## src/verilog/uart_pkg.sv

```systemverilog
// Constants, types and register map shared by the UART blocks.
// Each module imports this inside its body.
package uart_pkg;

	// ======================================
	// Serial timing
	// ======================================

	// System clocks per serial bit
	localparam int CLKS_PER_BIT = 16;
	// Width of the bit period counters
	localparam int BIT_CNT_W = $clog2(CLKS_PER_BIT);
	// Cycles the glitch filter adds before a start edge is seen
	localparam int RX_FILTER_DELAY = 4;
	// Start edge to middle of start bit
	localparam int RX_HALF_COUNT = CLKS_PER_BIT / 2 - RX_FILTER_DELAY;
	// Data sample spacing less the two restart cycles
	localparam int RX_BIT_COUNT = CLKS_PER_BIT - 2;

	// ======================================
	// FIFO sizing and interrupt levels
	// ======================================

	localparam int FIFO_DEPTH = 16;
	localparam int FIFO_AW = 4;
	localparam int RX_INT_LEVEL = 8;
	localparam int TX_INT_LEVEL = 8;

	typedef logic [7:0] byte_t;
	typedef logic [FIFO_AW:0] count_t;
	typedef logic [31:0] word_t;

	// ======================================
	// Register map
	// ======================================

	localparam logic [15:0] ADDR_DR = 16'h0000;
	localparam logic [15:0] ADDR_CR = 16'h0030;
	localparam logic [15:0] ADDR_FR = 16'h0018;
	// Status on read and interrupt clear on write
	localparam logic [15:0] ADDR_IIR = 16'h0034;
	localparam int CR_RXIE_BIT = 4;
	localparam int CR_TXIE_BIT = 5;
	localparam word_t READ_DEFAULT = 32'h00c0ffee;

endpackage

```

## src/verilog/uart_fifo.sv

```systemverilog
// Byte FIFO in flip-flops with occupancy count and registered flags.
// One copy buffers transmit bytes and another buffers received bytes.
module uart_fifo (
	input  logic             clk,
	input  logic             reset,
	input  logic             i_push,
	input  uart_pkg::byte_t  i_data,
	input  logic             i_pop,
	output uart_pkg::byte_t  o_data,
	output uart_pkg::count_t o_count,
	output logic             o_empty,
	output logic             o_full
);
	import uart_pkg::*;

	// Entry storage
	byte_t mem [FIFO_DEPTH];
	// Pointers with one extra wrap bit
	logic [FIFO_AW:0] wr_ptr;
	logic [FIFO_AW:0] rd_ptr;
	logic push_ok;
	logic pop_ok;

	// Requests qualified by the exact occupancy
	assign push_ok = i_push && (o_count != count_t'(FIFO_DEPTH));
	assign pop_ok  = i_pop && (o_count != '0);

	// Head of queue
	assign o_data = mem[rd_ptr[FIFO_AW-1:0]];

	always_ff @(posedge clk)
	begin
		if (push_ok)
		begin
			mem[wr_ptr[FIFO_AW-1:0]] <= i_data;
		end
	end

	// Pointers and count
	always_ff @(posedge clk or posedge reset)
	begin
		if (reset)
		begin
			wr_ptr  <= '0;
			rd_ptr  <= '0;
			o_count <= '0;
		end
		else
		begin
			if (push_ok)
				wr_ptr <= wr_ptr + 1'b1;
			if (pop_ok)
				rd_ptr <= rd_ptr + 1'b1;
			// Simultaneous push and pop leave the count alone
			if (push_ok && !pop_ok)
				o_count <= o_count + 1'b1;
			else if (pop_ok && !push_ok)
				o_count <= o_count - 1'b1;
		end
	end

	// Flags trail the pointers by one cycle
	always_ff @(posedge clk or posedge reset)
	begin
		if (reset)
		begin
			o_empty <= 1'b1;
			o_full  <= 1'b0;
		end
		else
		begin
			o_empty <= (wr_ptr == rd_ptr);
			// Same index but opposite wrap bit
			o_full  <= (wr_ptr == {~rd_ptr[FIFO_AW], rd_ptr[FIFO_AW-1:0]});
		end
	end

endmodule

```

## src/verilog/uart_regs.sv

```systemverilog
// Register block on a 32-bit strobe/acknowledge bus.
// Holds the interrupt enables and builds flags, status and read data.
module uart_regs (
	input  logic             clk,
	input  logic             reset,
	input  uart_pkg::word_t  i_wb_adr,
	input  logic             i_wb_we,
	input  uart_pkg::word_t  i_wb_dat,
	input  logic             i_wb_stb,
	input  uart_pkg::byte_t  i_rx_data,
	input  uart_pkg::count_t i_tx_count,
	input  logic             i_tx_empty,
	input  logic             i_tx_full,
	input  uart_pkg::count_t i_rx_count,
	input  logic             i_rx_empty,
	input  logic             i_rx_full,
	input  logic             i_cts,
	output uart_pkg::word_t  o_wb_dat,
	output logic             o_wb_ack,
	output logic             o_tx_push,
	output uart_pkg::byte_t  o_tx_data,
	output logic             o_rx_pop,
	output logic             o_int
);
	import uart_pkg::*;

	logic start_write;
	logic start_read;
	logic read_d1;
	logic [15:0] reg_adr;
	logic rx_ie;
	logic tx_ie;
	logic tx_int;
	logic rx_int;
	word_t cr_word;
	word_t fr_word;
	word_t iir_word;

	// ======================================
	// Bus handshake
	// ======================================

	// Only the low half of the address selects a register
	assign reg_adr = i_wb_adr[15:0];

	// A pending read acknowledge blocks a write
	assign start_write = i_wb_stb && i_wb_we && !read_d1;
	assign start_read  = i_wb_stb && !i_wb_we && !o_wb_ack;

	always_ff @(posedge clk or posedge reset)
	begin
		if (reset)
			read_d1 <= 1'b0;
		else
			read_d1 <= start_read;
	end

	// Write acks at once and read acks one cycle later
	assign o_wb_ack = i_wb_stb && (start_write || read_d1);

	// FIFO side effects
	assign o_tx_push = start_write && (reg_adr == ADDR_DR);
	assign o_tx_data = i_wb_dat[7:0];
	assign o_rx_pop  = start_read && (reg_adr == ADDR_DR);

	// Control register
	always_ff @(posedge clk or posedge reset)
	begin
		if (reset)
		begin
			rx_ie <= 1'b0;
			tx_ie <= 1'b0;
		end
		else if (start_write && reg_adr == ADDR_CR)
		begin
			rx_ie <= i_wb_dat[CR_RXIE_BIT];
			tx_ie <= i_wb_dat[CR_TXIE_BIT];
		end
	end

	// ======================================
	// Interrupts
	// ======================================
	always_ff @(posedge clk or posedge reset)
	begin
		if (reset)
		begin
			tx_int <= 1'b0;
			rx_int <= 1'b0;
		end
		else
		begin
			// Clear lasts one cycle if the level still holds
			if (start_write && reg_adr == ADDR_IIR)
				tx_int <= 1'b0;
			else
				tx_int <= (i_tx_count <= count_t'(TX_INT_LEVEL)) && tx_ie;
			rx_int <= (i_rx_count >= count_t'(RX_INT_LEVEL));
		end
	end

	assign o_int = (tx_int && tx_ie) || (rx_int && rx_ie);

	// ======================================
	// Read data
	// ======================================
	assign cr_word = (word_t'(rx_ie) << CR_RXIE_BIT) | (word_t'(tx_ie) << CR_TXIE_BIT);

	// Bits 2 and 1 carry tx and rx status
	assign iir_word = {28'd0, 1'b0, tx_int, rx_int, 1'b0};

	// Busy is tx not empty and the two fixed ones are DCD and DSR
	assign fr_word = {24'd0, i_tx_empty, i_rx_full, i_tx_full, i_rx_empty,
		!i_tx_empty, 1'b1, 1'b1, i_cts};

	// Sampled at the strobe edge and held through the ack
	always_ff @(posedge clk)
	begin
		if (start_read)
		begin
			case (reg_adr)
				ADDR_DR:  o_wb_dat <= {24'd0, i_rx_data};
				ADDR_CR:  o_wb_dat <= cr_word;
				ADDR_FR:  o_wb_dat <= fr_word;
				ADDR_IIR: o_wb_dat <= iir_word;
				default:  o_wb_dat <= READ_DEFAULT;
			endcase
		end
	end

endmodule

```

## src/verilog/uart_rx.sv

```systemverilog
// Receive side: glitch filtered start detect, mid-bit sampling and RTS.
// Each completed byte is pushed into the receive FIFO.
module uart_rx (
	input  logic            clk,
	input  logic            reset,
	input  logic            i_rxd,
	input  logic            i_full,
	output logic            o_push,
	output uart_pkg::byte_t o_data,
	output logic            o_rts_n
);
	import uart_pkg::*;

	typedef enum logic [2:0] {
		RX_IDLE,
		RX_START,
		RX_MID_WAIT,
		RX_MID,
		RX_DATA,
		RX_STOP
	} rx_state_t;

	rx_state_t state;
	logic [4:0] rxd_d;
	logic rx_start;
	logic [BIT_CNT_W-1:0] bit_cnt;
	logic restart;
	logic [2:0] bit_idx;
	logic rxen;
	logic sample;

	// ======================================
	// Line filter
	// ======================================
	always_ff @(posedge clk or posedge reset)
	begin
		if (reset)
			rxd_d <= 5'h1f;
		else
			rxd_d <= {rxd_d[3:0], i_rxd};
	end

	// Two high then two low samples
	// Middle sample ignored to skip a ragged edge
	assign rx_start = (rxd_d[4:3] == 2'b11) && (rxd_d[1:0] == 2'b00);

	// Restartable bit counter
	always_ff @(posedge clk or posedge reset)
	begin
		if (reset)
			bit_cnt <= '0;
		else if (restart)
			bit_cnt <= '0;
		else
			bit_cnt <= bit_cnt + 1'b1;
	end

	// Middle of a data or stop bit
	assign sample = (bit_cnt == BIT_CNT_W'(RX_BIT_COUNT));

	// ======================================
	// Receive FSM
	// ======================================
	always_ff @(posedge clk or posedge reset)
	begin
		if (reset)
		begin
			state   <= RX_IDLE;
			restart <= 1'b0;
			bit_idx <= '0;
			rxen    <= 1'b0;
		end
		else
		begin
			case (state)
				// Holds RTS high while the FIFO has no room
				RX_IDLE:
					if (i_full)
						rxen <= 1'b0;
					else
					begin
						rxen    <= 1'b1;
						restart <= 1'b1;
						state   <= RX_START;
					end
				// Full flag lags a push so check again here
				RX_START:
					if (i_full)
						state <= RX_IDLE;
					else if (rx_start)
					begin
						restart <= 1'b1;
						state   <= RX_MID_WAIT;
					end
					else
						restart <= 1'b0;
				// One cycle for the counter to clear
				RX_MID_WAIT:
					state <= RX_MID;
				RX_MID:
					if (bit_cnt == BIT_CNT_W'(RX_HALF_COUNT))
					begin
						restart <= 1'b1;
						bit_idx <= '0;
						state   <= RX_DATA;
					end
					else
						restart <= 1'b0;
				RX_DATA:
					if (sample)
					begin
						restart <= 1'b1;
						bit_idx <= bit_idx + 1'b1;
						if (bit_idx == 3'd7)
							state <= RX_STOP;
					end
					else
						restart <= 1'b0;
				// Byte goes to the FIFO mid stop bit
				RX_STOP:
					if (sample)
					begin
						restart <= 1'b1;
						state   <= RX_IDLE;
					end
					else
						restart <= 1'b0;
				default:
					state <= RX_IDLE;
			endcase
		end
	end

	// Shift in LSB first from the filtered line
	always_ff @(posedge clk)
	begin
		if (state == RX_DATA && sample)
			o_data <= {rxd_d[0], o_data[7:1]};
	end

	assign o_push  = (state == RX_STOP) && sample;
	assign o_rts_n = ~rxen;

endmodule

```

## src/verilog/uart_top.sv

```systemverilog
// UART top level with transmit and receive FIFOs behind a register block.
// Bus on one side and the four serial pins on the other.
module uart_top (
	input  logic            clk,
	input  logic            reset,
	input  uart_pkg::word_t i_wb_adr,
	input  logic            i_wb_we,
	input  uart_pkg::word_t i_wb_dat,
	input  logic            i_wb_stb,
	input  logic            i_uart_cts_n,
	input  logic            i_uart_rxd,
	output uart_pkg::word_t o_wb_dat,
	output logic            o_wb_ack,
	output logic            o_uart_int,
	output logic            o_uart_txd,
	output logic            o_uart_rts_n
);
	import uart_pkg::*;

	// Transmit path
	logic tx_push;
	byte_t tx_wdata;
	logic tx_pop;
	byte_t tx_head;
	count_t tx_count;
	logic tx_empty;
	logic tx_full;
	logic cts;

	// Receive path
	logic rx_push;
	byte_t rx_wdata;
	logic rx_pop;
	byte_t rx_head;
	count_t rx_count;
	logic rx_empty;
	logic rx_full;

	// ======================================
	// Transmit
	// ======================================
	uart_fifo u_tx_fifo (
		.clk     (clk),
		.reset   (reset),
		.i_push  (tx_push),
		.i_data  (tx_wdata),
		.i_pop   (tx_pop),
		.o_data  (tx_head),
		.o_count (tx_count),
		.o_empty (tx_empty),
		.o_full  (tx_full)
	);

	uart_tx u_tx (
		.clk     (clk),
		.reset   (reset),
		.i_cts_n (i_uart_cts_n),
		.i_data  (tx_head),
		.i_empty (tx_empty),
		.o_pop   (tx_pop),
		.o_txd   (o_uart_txd),
		.o_cts   (cts)
	);

	// ======================================
	// Receive
	// ======================================
	uart_fifo u_rx_fifo (
		.clk     (clk),
		.reset   (reset),
		.i_push  (rx_push),
		.i_data  (rx_wdata),
		.i_pop   (rx_pop),
		.o_data  (rx_head),
		.o_count (rx_count),
		.o_empty (rx_empty),
		.o_full  (rx_full)
	);

	uart_rx u_rx (
		.clk     (clk),
		.reset   (reset),
		.i_rxd   (i_uart_rxd),
		.i_full  (rx_full),
		.o_push  (rx_push),
		.o_data  (rx_wdata),
		.o_rts_n (o_uart_rts_n)
	);

	// Registers and interrupt
	uart_regs u_regs (
		.clk        (clk),
		.reset      (reset),
		.i_wb_adr   (i_wb_adr),
		.i_wb_we    (i_wb_we),
		.i_wb_dat   (i_wb_dat),
		.i_wb_stb   (i_wb_stb),
		.i_rx_data  (rx_head),
		.i_tx_count (tx_count),
		.i_tx_empty (tx_empty),
		.i_tx_full  (tx_full),
		.i_rx_count (rx_count),
		.i_rx_empty (rx_empty),
		.i_rx_full  (rx_full),
		.i_cts      (cts),
		.o_wb_dat   (o_wb_dat),
		.o_wb_ack   (o_wb_ack),
		.o_tx_push  (tx_push),
		.o_tx_data  (tx_wdata),
		.o_rx_pop   (rx_pop),
		.o_int      (o_uart_int)
	);

endmodule

```

## src/verilog/uart_tx.sv

```systemverilog
// Transmit side: bit rate divider, CTS synchronizer and frame FSM.
// Reads bytes from the head of the transmit FIFO.
module uart_tx (
	input  logic            clk,
	input  logic            reset,
	input  logic            i_cts_n,
	input  uart_pkg::byte_t i_data,
	input  logic            i_empty,
	output logic            o_pop,
	output logic            o_txd,
	output logic            o_cts
);
	import uart_pkg::*;

	typedef enum logic [2:0] {
		TX_IDLE,
		TX_START,
		TX_DATA,
		TX_STOP1,
		TX_STOP2,
		TX_STOP3
	} tx_state_t;

	tx_state_t state;
	logic [BIT_CNT_W-1:0] div_cnt;
	logic bit_pulse;
	logic [3:0] cts_n_d;
	logic cts_ok;
	logic [2:0] bit_idx;

	// ======================================
	// Bit period divider
	// ======================================
	always_ff @(posedge clk or posedge reset)
	begin
		if (reset)
		begin
			div_cnt   <= '0;
			bit_pulse <= 1'b0;
		end
		else if (div_cnt == BIT_CNT_W'(CLKS_PER_BIT - 1))
		begin
			div_cnt   <= '0;
			bit_pulse <= 1'b1;
		end
		else
		begin
			div_cnt   <= div_cnt + 1'b1;
			bit_pulse <= 1'b0;
		end
	end

	// CTS shift register, idles deasserted
	always_ff @(posedge clk or posedge reset)
	begin
		if (reset)
			cts_n_d <= 4'hf;
		else
			cts_n_d <= {cts_n_d[2:0], i_cts_n};
	end

	// Three settled samples low
	assign cts_ok = (cts_n_d[3:1] == 3'b000);
	assign o_cts  = ~cts_n_d[3];

	// ======================================
	// Frame FSM
	// ======================================
	always_ff @(posedge clk or posedge reset)
	begin
		if (reset)
		begin
			state   <= TX_IDLE;
			o_txd   <= 1'b1;
			bit_idx <= '0;
		end
		else
		begin
			case (state)
				// Waits for data and CTS
				TX_IDLE:
					if (cts_ok && !i_empty)
						state <= TX_START;
				// Rechecks on the bit edge since flags lag a pop
				TX_START:
					if (bit_pulse)
					begin
						if (cts_ok && !i_empty)
						begin
							o_txd   <= 1'b0;
							bit_idx <= '0;
							state   <= TX_DATA;
						end
						else
							state <= TX_IDLE;
					end
				// LSB first
				TX_DATA:
					if (bit_pulse)
					begin
						o_txd <= i_data[bit_idx];
						if (bit_idx == 3'd7)
							state <= TX_STOP1;
						else
							bit_idx <= bit_idx + 1'b1;
					end
				// Stop level starts here
				TX_STOP1:
					if (bit_pulse)
					begin
						o_txd <= 1'b1;
						state <= TX_STOP2;
					end
				TX_STOP2:
					if (bit_pulse)
						state <= TX_STOP3;
				// Single cycle pop of the sent byte
				TX_STOP3:
					state <= TX_IDLE;
				default:
				begin
					o_txd <= 1'b1;
					state <= TX_IDLE;
				end
			endcase
		end
	end

	assign o_pop = (state == TX_STOP3);

endmodule
```

## config.mk

```make
export PLATFORM = sky130hd
export DESIGN_NAME = uart_top
export DESIGN_NICKNAME = d
export VERILOG_FILES = /design/src/verilog/uart_pkg.sv /design/src/verilog/uart_fifo.sv /design/src/verilog/uart_regs.sv /design/src/verilog/uart_rx.sv /design/src/verilog/uart_top.sv /design/src/verilog/uart_tx.sv
export SDC_FILE = /design/constraint.sdc
export NUM_CORES = 1
export LEC_CHECK = 0
export BUFFER_PORTS_ARGS = -buffer_cell sky130_fd_sc_hd__clkbuf_2
export CORE_ASPECT_RATIO = 1.1
export CORE_MARGIN = 1.5
export CORE_UTILIZATION = 55
export CTS_CLUSTER_DIAMETER = 120
export DETAILED_ROUTE_END_ITERATION = 12
export PLACE_DENSITY_LB_ADDON = 0.1
export REMOVE_ABC_BUFFERS = 1
export SKIP_CTS_REPAIR_TIMING = 1
export SYNTH_ARGS = -nofsm -noshare
export SYNTH_HDL_FRONTEND = slang
export SYNTH_SLANG_ARGS = --single-unit
```

## constraint.sdc

```tcl
create_clock -name clk -period 4.1 [get_ports clk]
set_clock_uncertainty 0.1 [all_clocks]
set_input_delay 0.82 -clock clk [delete_from_list [all_inputs] [get_ports clk]]
set_output_delay 0.82 -clock clk [all_outputs]
set_load 0.01 [all_outputs]
```

Word level (Yosys, flattened, before mapping)
Memories as Yosys holds them, arrays and structs flattened.
Cells that the tools add are included.

word-level totals
  register bits after elaboration = 112
  bits in writable memories = 256
  output and inout bits = 36
  input port bits = 70
  word-level logic and storage cells = 197
  memories = 2

cells by class
  bitwise logic cells = 6
  order comparisons = 3
  reduce and logical (&&, ||, !) cells = 54
  add/sub/neg operators = 12
  multiplexer cells = 51
  eq/ne operators = 40

memories
  memory         depth  width  rd ports  clocked after Yosys merged registers in  wr ports  line             source
  u_rx_fifo.mem  16     8      1         0                                        1         uart_fifo.sv:17  byte_t mem [FIFO_DEPTH];
  u_tx_fifo.mem  16     8      1         0                                        1         uart_fifo.sv:17

operator list
  operator             number
  $pmux 32 s4          1
  $mux 3               19
  $eq 16x6->1 const B  2
  $add 5x1->5 const B  6
  $logic_and 1x1->1    24
  $ne 2x1->1 const B   11
  $eq 5x5->1           4
  $mux 5               4
  $eq 3x3->1 const B   6
  $pmux 3 s6           1
  $mux 1               17
  $eq 16x5->1 const B  1
  $logic_not 16->1     1
  $pmux 3 s5           1
  $eq 3x2->1 const B   4
  $pmux 3 s2           2
  $reduce_and 6->1     2
  $ne 5x5->1 const B   2
  $reduce_and 5->1     2
  $reduce_bool 5->1    2
  $sub 5x1->5 const B  2
  $logic_not 3->1      3
  $add 4x1->4 const B  2
  $eq 4x4->1 const B   2
  23 further kinds     45

Longest topological paths before layout
  depth in word-level cells = 11
  mapped depth = 14
  mapped depth without buffers = 13

By module
From an unflattened synthesis, not the netlist that was laid out.

second synthesis, totals
  cells, all modules = 903
  area, all modules = 14811.7 um^2

by module, submodules not included
  module     cells an instance  times used  seq. area each (um^2)  area an instance (um^2)
  uart_fifo  322                2           4270.3                 5936.9
  uart_rx    80                 1           671.9                  1072.3
  uart_regs  104                1           395.4                  1032.2
  uart_tx    75                 1           406.6                  833.3

Least setup slack after synthesis
No wires, ideal clock.

  path type = input-to-reg
  start point = input i_wb_adr[12]
  end point = register u_tx_fifo.o_count[4]
  cell stages on the path = 13
  path slack = 0.397 ns
  data required time = 3.873 ns
  setup time = 0.127 ns
  buffers on the path = 1
  arrival = 3.476 ns
  cell sequence = nor4_2 > nand3_2 > or3_1 > buf_6 > a211oi_4 > ha_1 > inv_1 > ha_1 > a21o_1 > a21oi_1 > xnor2_1 > nor2_1 > xor2_1

on the way
  longest elaborated chain between the ends = 6
  elaborated cells on any way between the ends = 8
  those cells by class = mux: 1; reduce/logical: 7

RTL lines
  what                                line             source
  start, declared                     uart_top.sv:6    input uart_pkg::word_t i_wb_adr,
  $logic_not 16->1 *                  uart_regs.sv:62  assign o_tx_push = start_write && (reg_adr == ADDR_DR);
  $logic_and 1x1->1 *                 uart_regs.sv:62
  $logic_and 1x1->1 *                 uart_fifo.sv:25  assign push_ok = i_push && (o_count != count_t'(FIFO_DEPTH));
  via u_tx_fifo.push_ok               uart_fifo.sv:21  logic push_ok;
  $logic_not 1->1                     uart_fifo.sv:57  else if (pop_ok && !push_ok)
  $logic_and 1x1->1                   uart_fifo.sv:57
  $reduce_bool 2->1 (no source line)  --
  end signal, assigned                uart_fifo.sv:56  o_count <= o_count + 1'b1;
  end signal, assigned                uart_fifo.sv:58  o_count <= o_count - 1'b1;
  end, declared                       uart_fifo.sv:10  output uart_pkg::count_t o_count,

Mark *: on every way through the listed nets, which the timed path passes. The rest lies on a longest branch.
A chain may end at the register's enable or synchronous reset.

Worst setup path in the final report
  start point = input i_wb_adr[12]
  end point = register u_rx_fifo.o_count[4]

on the way
  longest elaborated chain between the ends = 6
  elaborated cells on any way between the ends = 8
  those cells by class = mux: 1; reduce/logical: 7

RTL lines
  what                                         line             source
  $logic_not 16->1 *                           uart_regs.sv:64  assign o_rx_pop = start_read && (reg_adr == ADDR_DR);
  $logic_and 1x1->1 *                          uart_regs.sv:64
  $logic_and 1x1->1 *                          uart_fifo.sv:26  assign pop_ok = i_pop && (o_count != '0);
  $logic_not 1->1                              uart_fifo.sv:55  if (push_ok && !pop_ok)
  $logic_and 1x1->1                            uart_fifo.sv:55
  $mux 5 or $reduce_bool 2->1 (tied branches)  --
  end signal, assigned                         uart_fifo.sv:56
  end signal, assigned                         uart_fifo.sv:58
  end, declared                                uart_fifo.sv:10

Mark *: on every way between the ends. The rest lies on a longest branch, timed or not.

==> flow_summary.yaml <==
clock_tree:
  clk_pin_slew_ns: 0.06
  clock_sinks: 345
  root_buffer: "clkbuf_16"
  clkLatencyLatePin_ns: 0.51
  cts-htree-levels: 2
  clk_path_buf_depth: 3
  cts_made_buffers: 34
  tritoncts: "built"
setup_path:
  crit_chain: "clkbuf_2 > nor4_2 > nand3_2 > or3_1 > nor2_1 > inv_1 > ha_1 > inv_1 > ha_1 > a21o_1 > a21oi_1 > xnor2_1 > nor2_1 > xor2_1"
  r2r-start: "u_tx_fifo.rd_ptr[0]"
  crit_start: "i_wb_adr[12]"
  r2r_slack_ns: 0.83
  crit_path_start_kind: "input pin"
  crit_required_ns: 4.38
  reg2reg_depth: 5
  crit_slowest_cell: "or3_1"
  crit_fanout: 9
  crit_path_max_incr_delay_ns: 0.46
  regToRegEndpoint: "u_tx.o_txd"
  cp.arrival_ns: 3.58
  cp-end-kind: "flip-flop"
  path_class: "in -> reg"
  crit_path_end: "u_rx_fifo.o_count[4]"
yosys:
  synth_most_common_cell: "edfxtp_1"
  yosys_warnings: 0
  synthTopCellsByCount: "edfxtp_1, dfrtp_1, mux4_2"
  seq_area_frac_synth: 0.693
  synth_cell_types: 66
  ys.flop_type: "edfxtp_1"
  async_reset_ff_frac: 0.209
  syn_inst: 869
  ys_ff_latch: 345
  yosysTopAreaCell: "edfxtp_1"
  mappedNetlistArea_um2: 14400
  synth_area_leaders: "edfxtp_1, dfrtp_1, mux4_2"
  yosysTopAreaCellShare: 0.568
  synth-edff-count: 273
  postSynthAreaPerCell_um2: 16.6
floorplanning:
  rows: 62
  coreArea_um2: 26000
  die_w_um: 158
  io_pins: 106
  start_util: 0.556
  dieArea_um2: 27200
  die_y_um: 173
power_and_ir_drop:
  peakVddDrop_mv: 0.338
  leakage_nw: 5.61
  power_density_nw_per_um2: 448
finish:
  drive_above_1_share: 0.245
  synthToLayoutAreaGrowth_pct: 12.3
  diodes: 0
  multiInputGateArea_um2: 4030
  regArea_um2: 10000
  final_nets: 1043
  fillers: 1882
sta:
  hold_viol: 0
  fin_setup_tns_ns: 0
  tightest_slew_ns: 1.10
  timing.final.crit_share: 0.804
  rsz0062_at_grt: "false"
  fmax_ghz: 0.303
  setup_slack_ns: 0.804
  period_needed_ns: 3.30
  finalSetupViolCount: 0
  slew-limit-headroom: 0.265
  slew_violations: 0
worst_hold_path:
  min_path_type: "in -> async"
routing:
  via_count: 7550
  remaining_drc_errors: 0
  drt-total-wl_um: 28100
  routed_via_density: 5.72
  wl_per_cell_um: 21.3
  firstDrtPassIters: 5
  drtIter0Drc: 538
  final_antenna_net_count: 0
job:
  cap_violations: 0
grt:
  grt_max_degree: 28
  grt_overflow: 0
  grt_pass1_vias: 8102
  grt_pass1_wl_um: 44900
  antenna_found_initial: 0
  grtUsageTotal: 0.218
placed_design:
  place_ws_ns: 0.272
  gp_congestion: 0.813
  hpwlAfterDp_um: 19200
  port_buffers: 51
status:
  status: "finished clean"
## cells by family (layout without fill, tap and decap cells)
kind of cell,Yosys count,after routing,synth area share
flops,345,345,0.693
mux,97,97,0.118
simple gates,177,177,0.0632
fa+ha+maj,29,29,0.0262
xor+xnor,39,39,0.0237
other cells,1,14,0.000260
buf+inv,88,173,0.0315
compound gates,93,93,0.0435
## how the worst min path moves through the flow
stage               slack [ns]               to           from
finish                    0.19  u_rx.bit_idx[1]          reset
global route              0.23  u_rx.bit_idx[1]          reset
CTS                       0.20  u_rx.bit_idx[1]          reset
detailed placement        0.25    u_rx.rxd_d[3]  u_rx.rxd_d[2]
global placement          0.25    u_rx.rxd_d[3]  u_rx.rxd_d[2]
floorplan                 0.25    u_rx.rxd_d[3]  u_rx.rxd_d[2]
## cells in the final DEF (no fill, tap or decap), types with 27 or more instances in the layout
| cell | Yosys | routed |
|---|---|---|
| ha_1 | 27 | 27 |
| dfrtp_1 | 60 | 58 |
| mux4_2 | 58 | 58 |
| inv_1 | 28 | 27 |
| nor2_1 | 49 | 49 |
| clkbuf_2 | 1 | 51 |
| clkbuf_16 | 0 | 35 |
| nand2_1 | 37 | 37 |
| xnor2_1 | 29 | 29 |
| mux2i_1 | 29 | 29 |
| edfxtp_1 | 273 | 273 |
| buf_4 | 26 | 35 |
## routing by layer
metal / up-vias / global-route usage / wire length (µm)
met2: 153 / 0.400 / 15600
met4: 0 / 0.0696 / 761
met5: - / 0 / 0
met3: 56 / 0.0306 / 970
met1: 3885 / 0.265 / 10800
li1: 3456 / - / -
## power breakdown
part           internal [mW]  switching [mW]
clock                   1.83            1.25
sequential              3.81          0.0824
combinational          0.128           0.171
total                   5.77            1.50
## critical path, delay by kind of cell
family	cells	cell delay, ns
AOI/OAI and AO/OA	2	0.37
xor gates and xnor gates	2	0.28
adders and majority gates	2	0.52
buffers and inverters	3	0.30
and+or+nand+nor	5	1.29
## state kept, by name, summed over array words and instances (netlist names), 8 cells and up
signal and count:
u_regs.o_wb_dat 9, u_rx_fifo.mem 128, u_tx_fifo.mem 128, u_rx.o_data 8
## area by class of cell
class / count / area share
Inverter: 28 / 0.00656
Tap cell: 352 / 0.0272
Timing Repair Buffer: 86 / 0.0319
Clock inverter: 19 / 0.0126
Clock buffer: 40 / 0.0558
Sequential cell: 345 / 0.618
Multi-Input combinational cell: 449 / 0.248
## per-stage QoR
step	utilization	hold WS (ns)	total power [mW]	cells	area [µm²]
after floorplan	-	0.245	4.14	822	14100
after global placement	0.581	0.246	4.24	1260	15100
after detailed placement	0.581	0.249	4.26	1260	15100
after CTS	0.624	0.205	7.34	1319	16200
after global routing	0.624	0.226	7.52	1319	16200
final	0.624	0.195	7.27	1319	16200
Power figures use the tool's default switching activity.
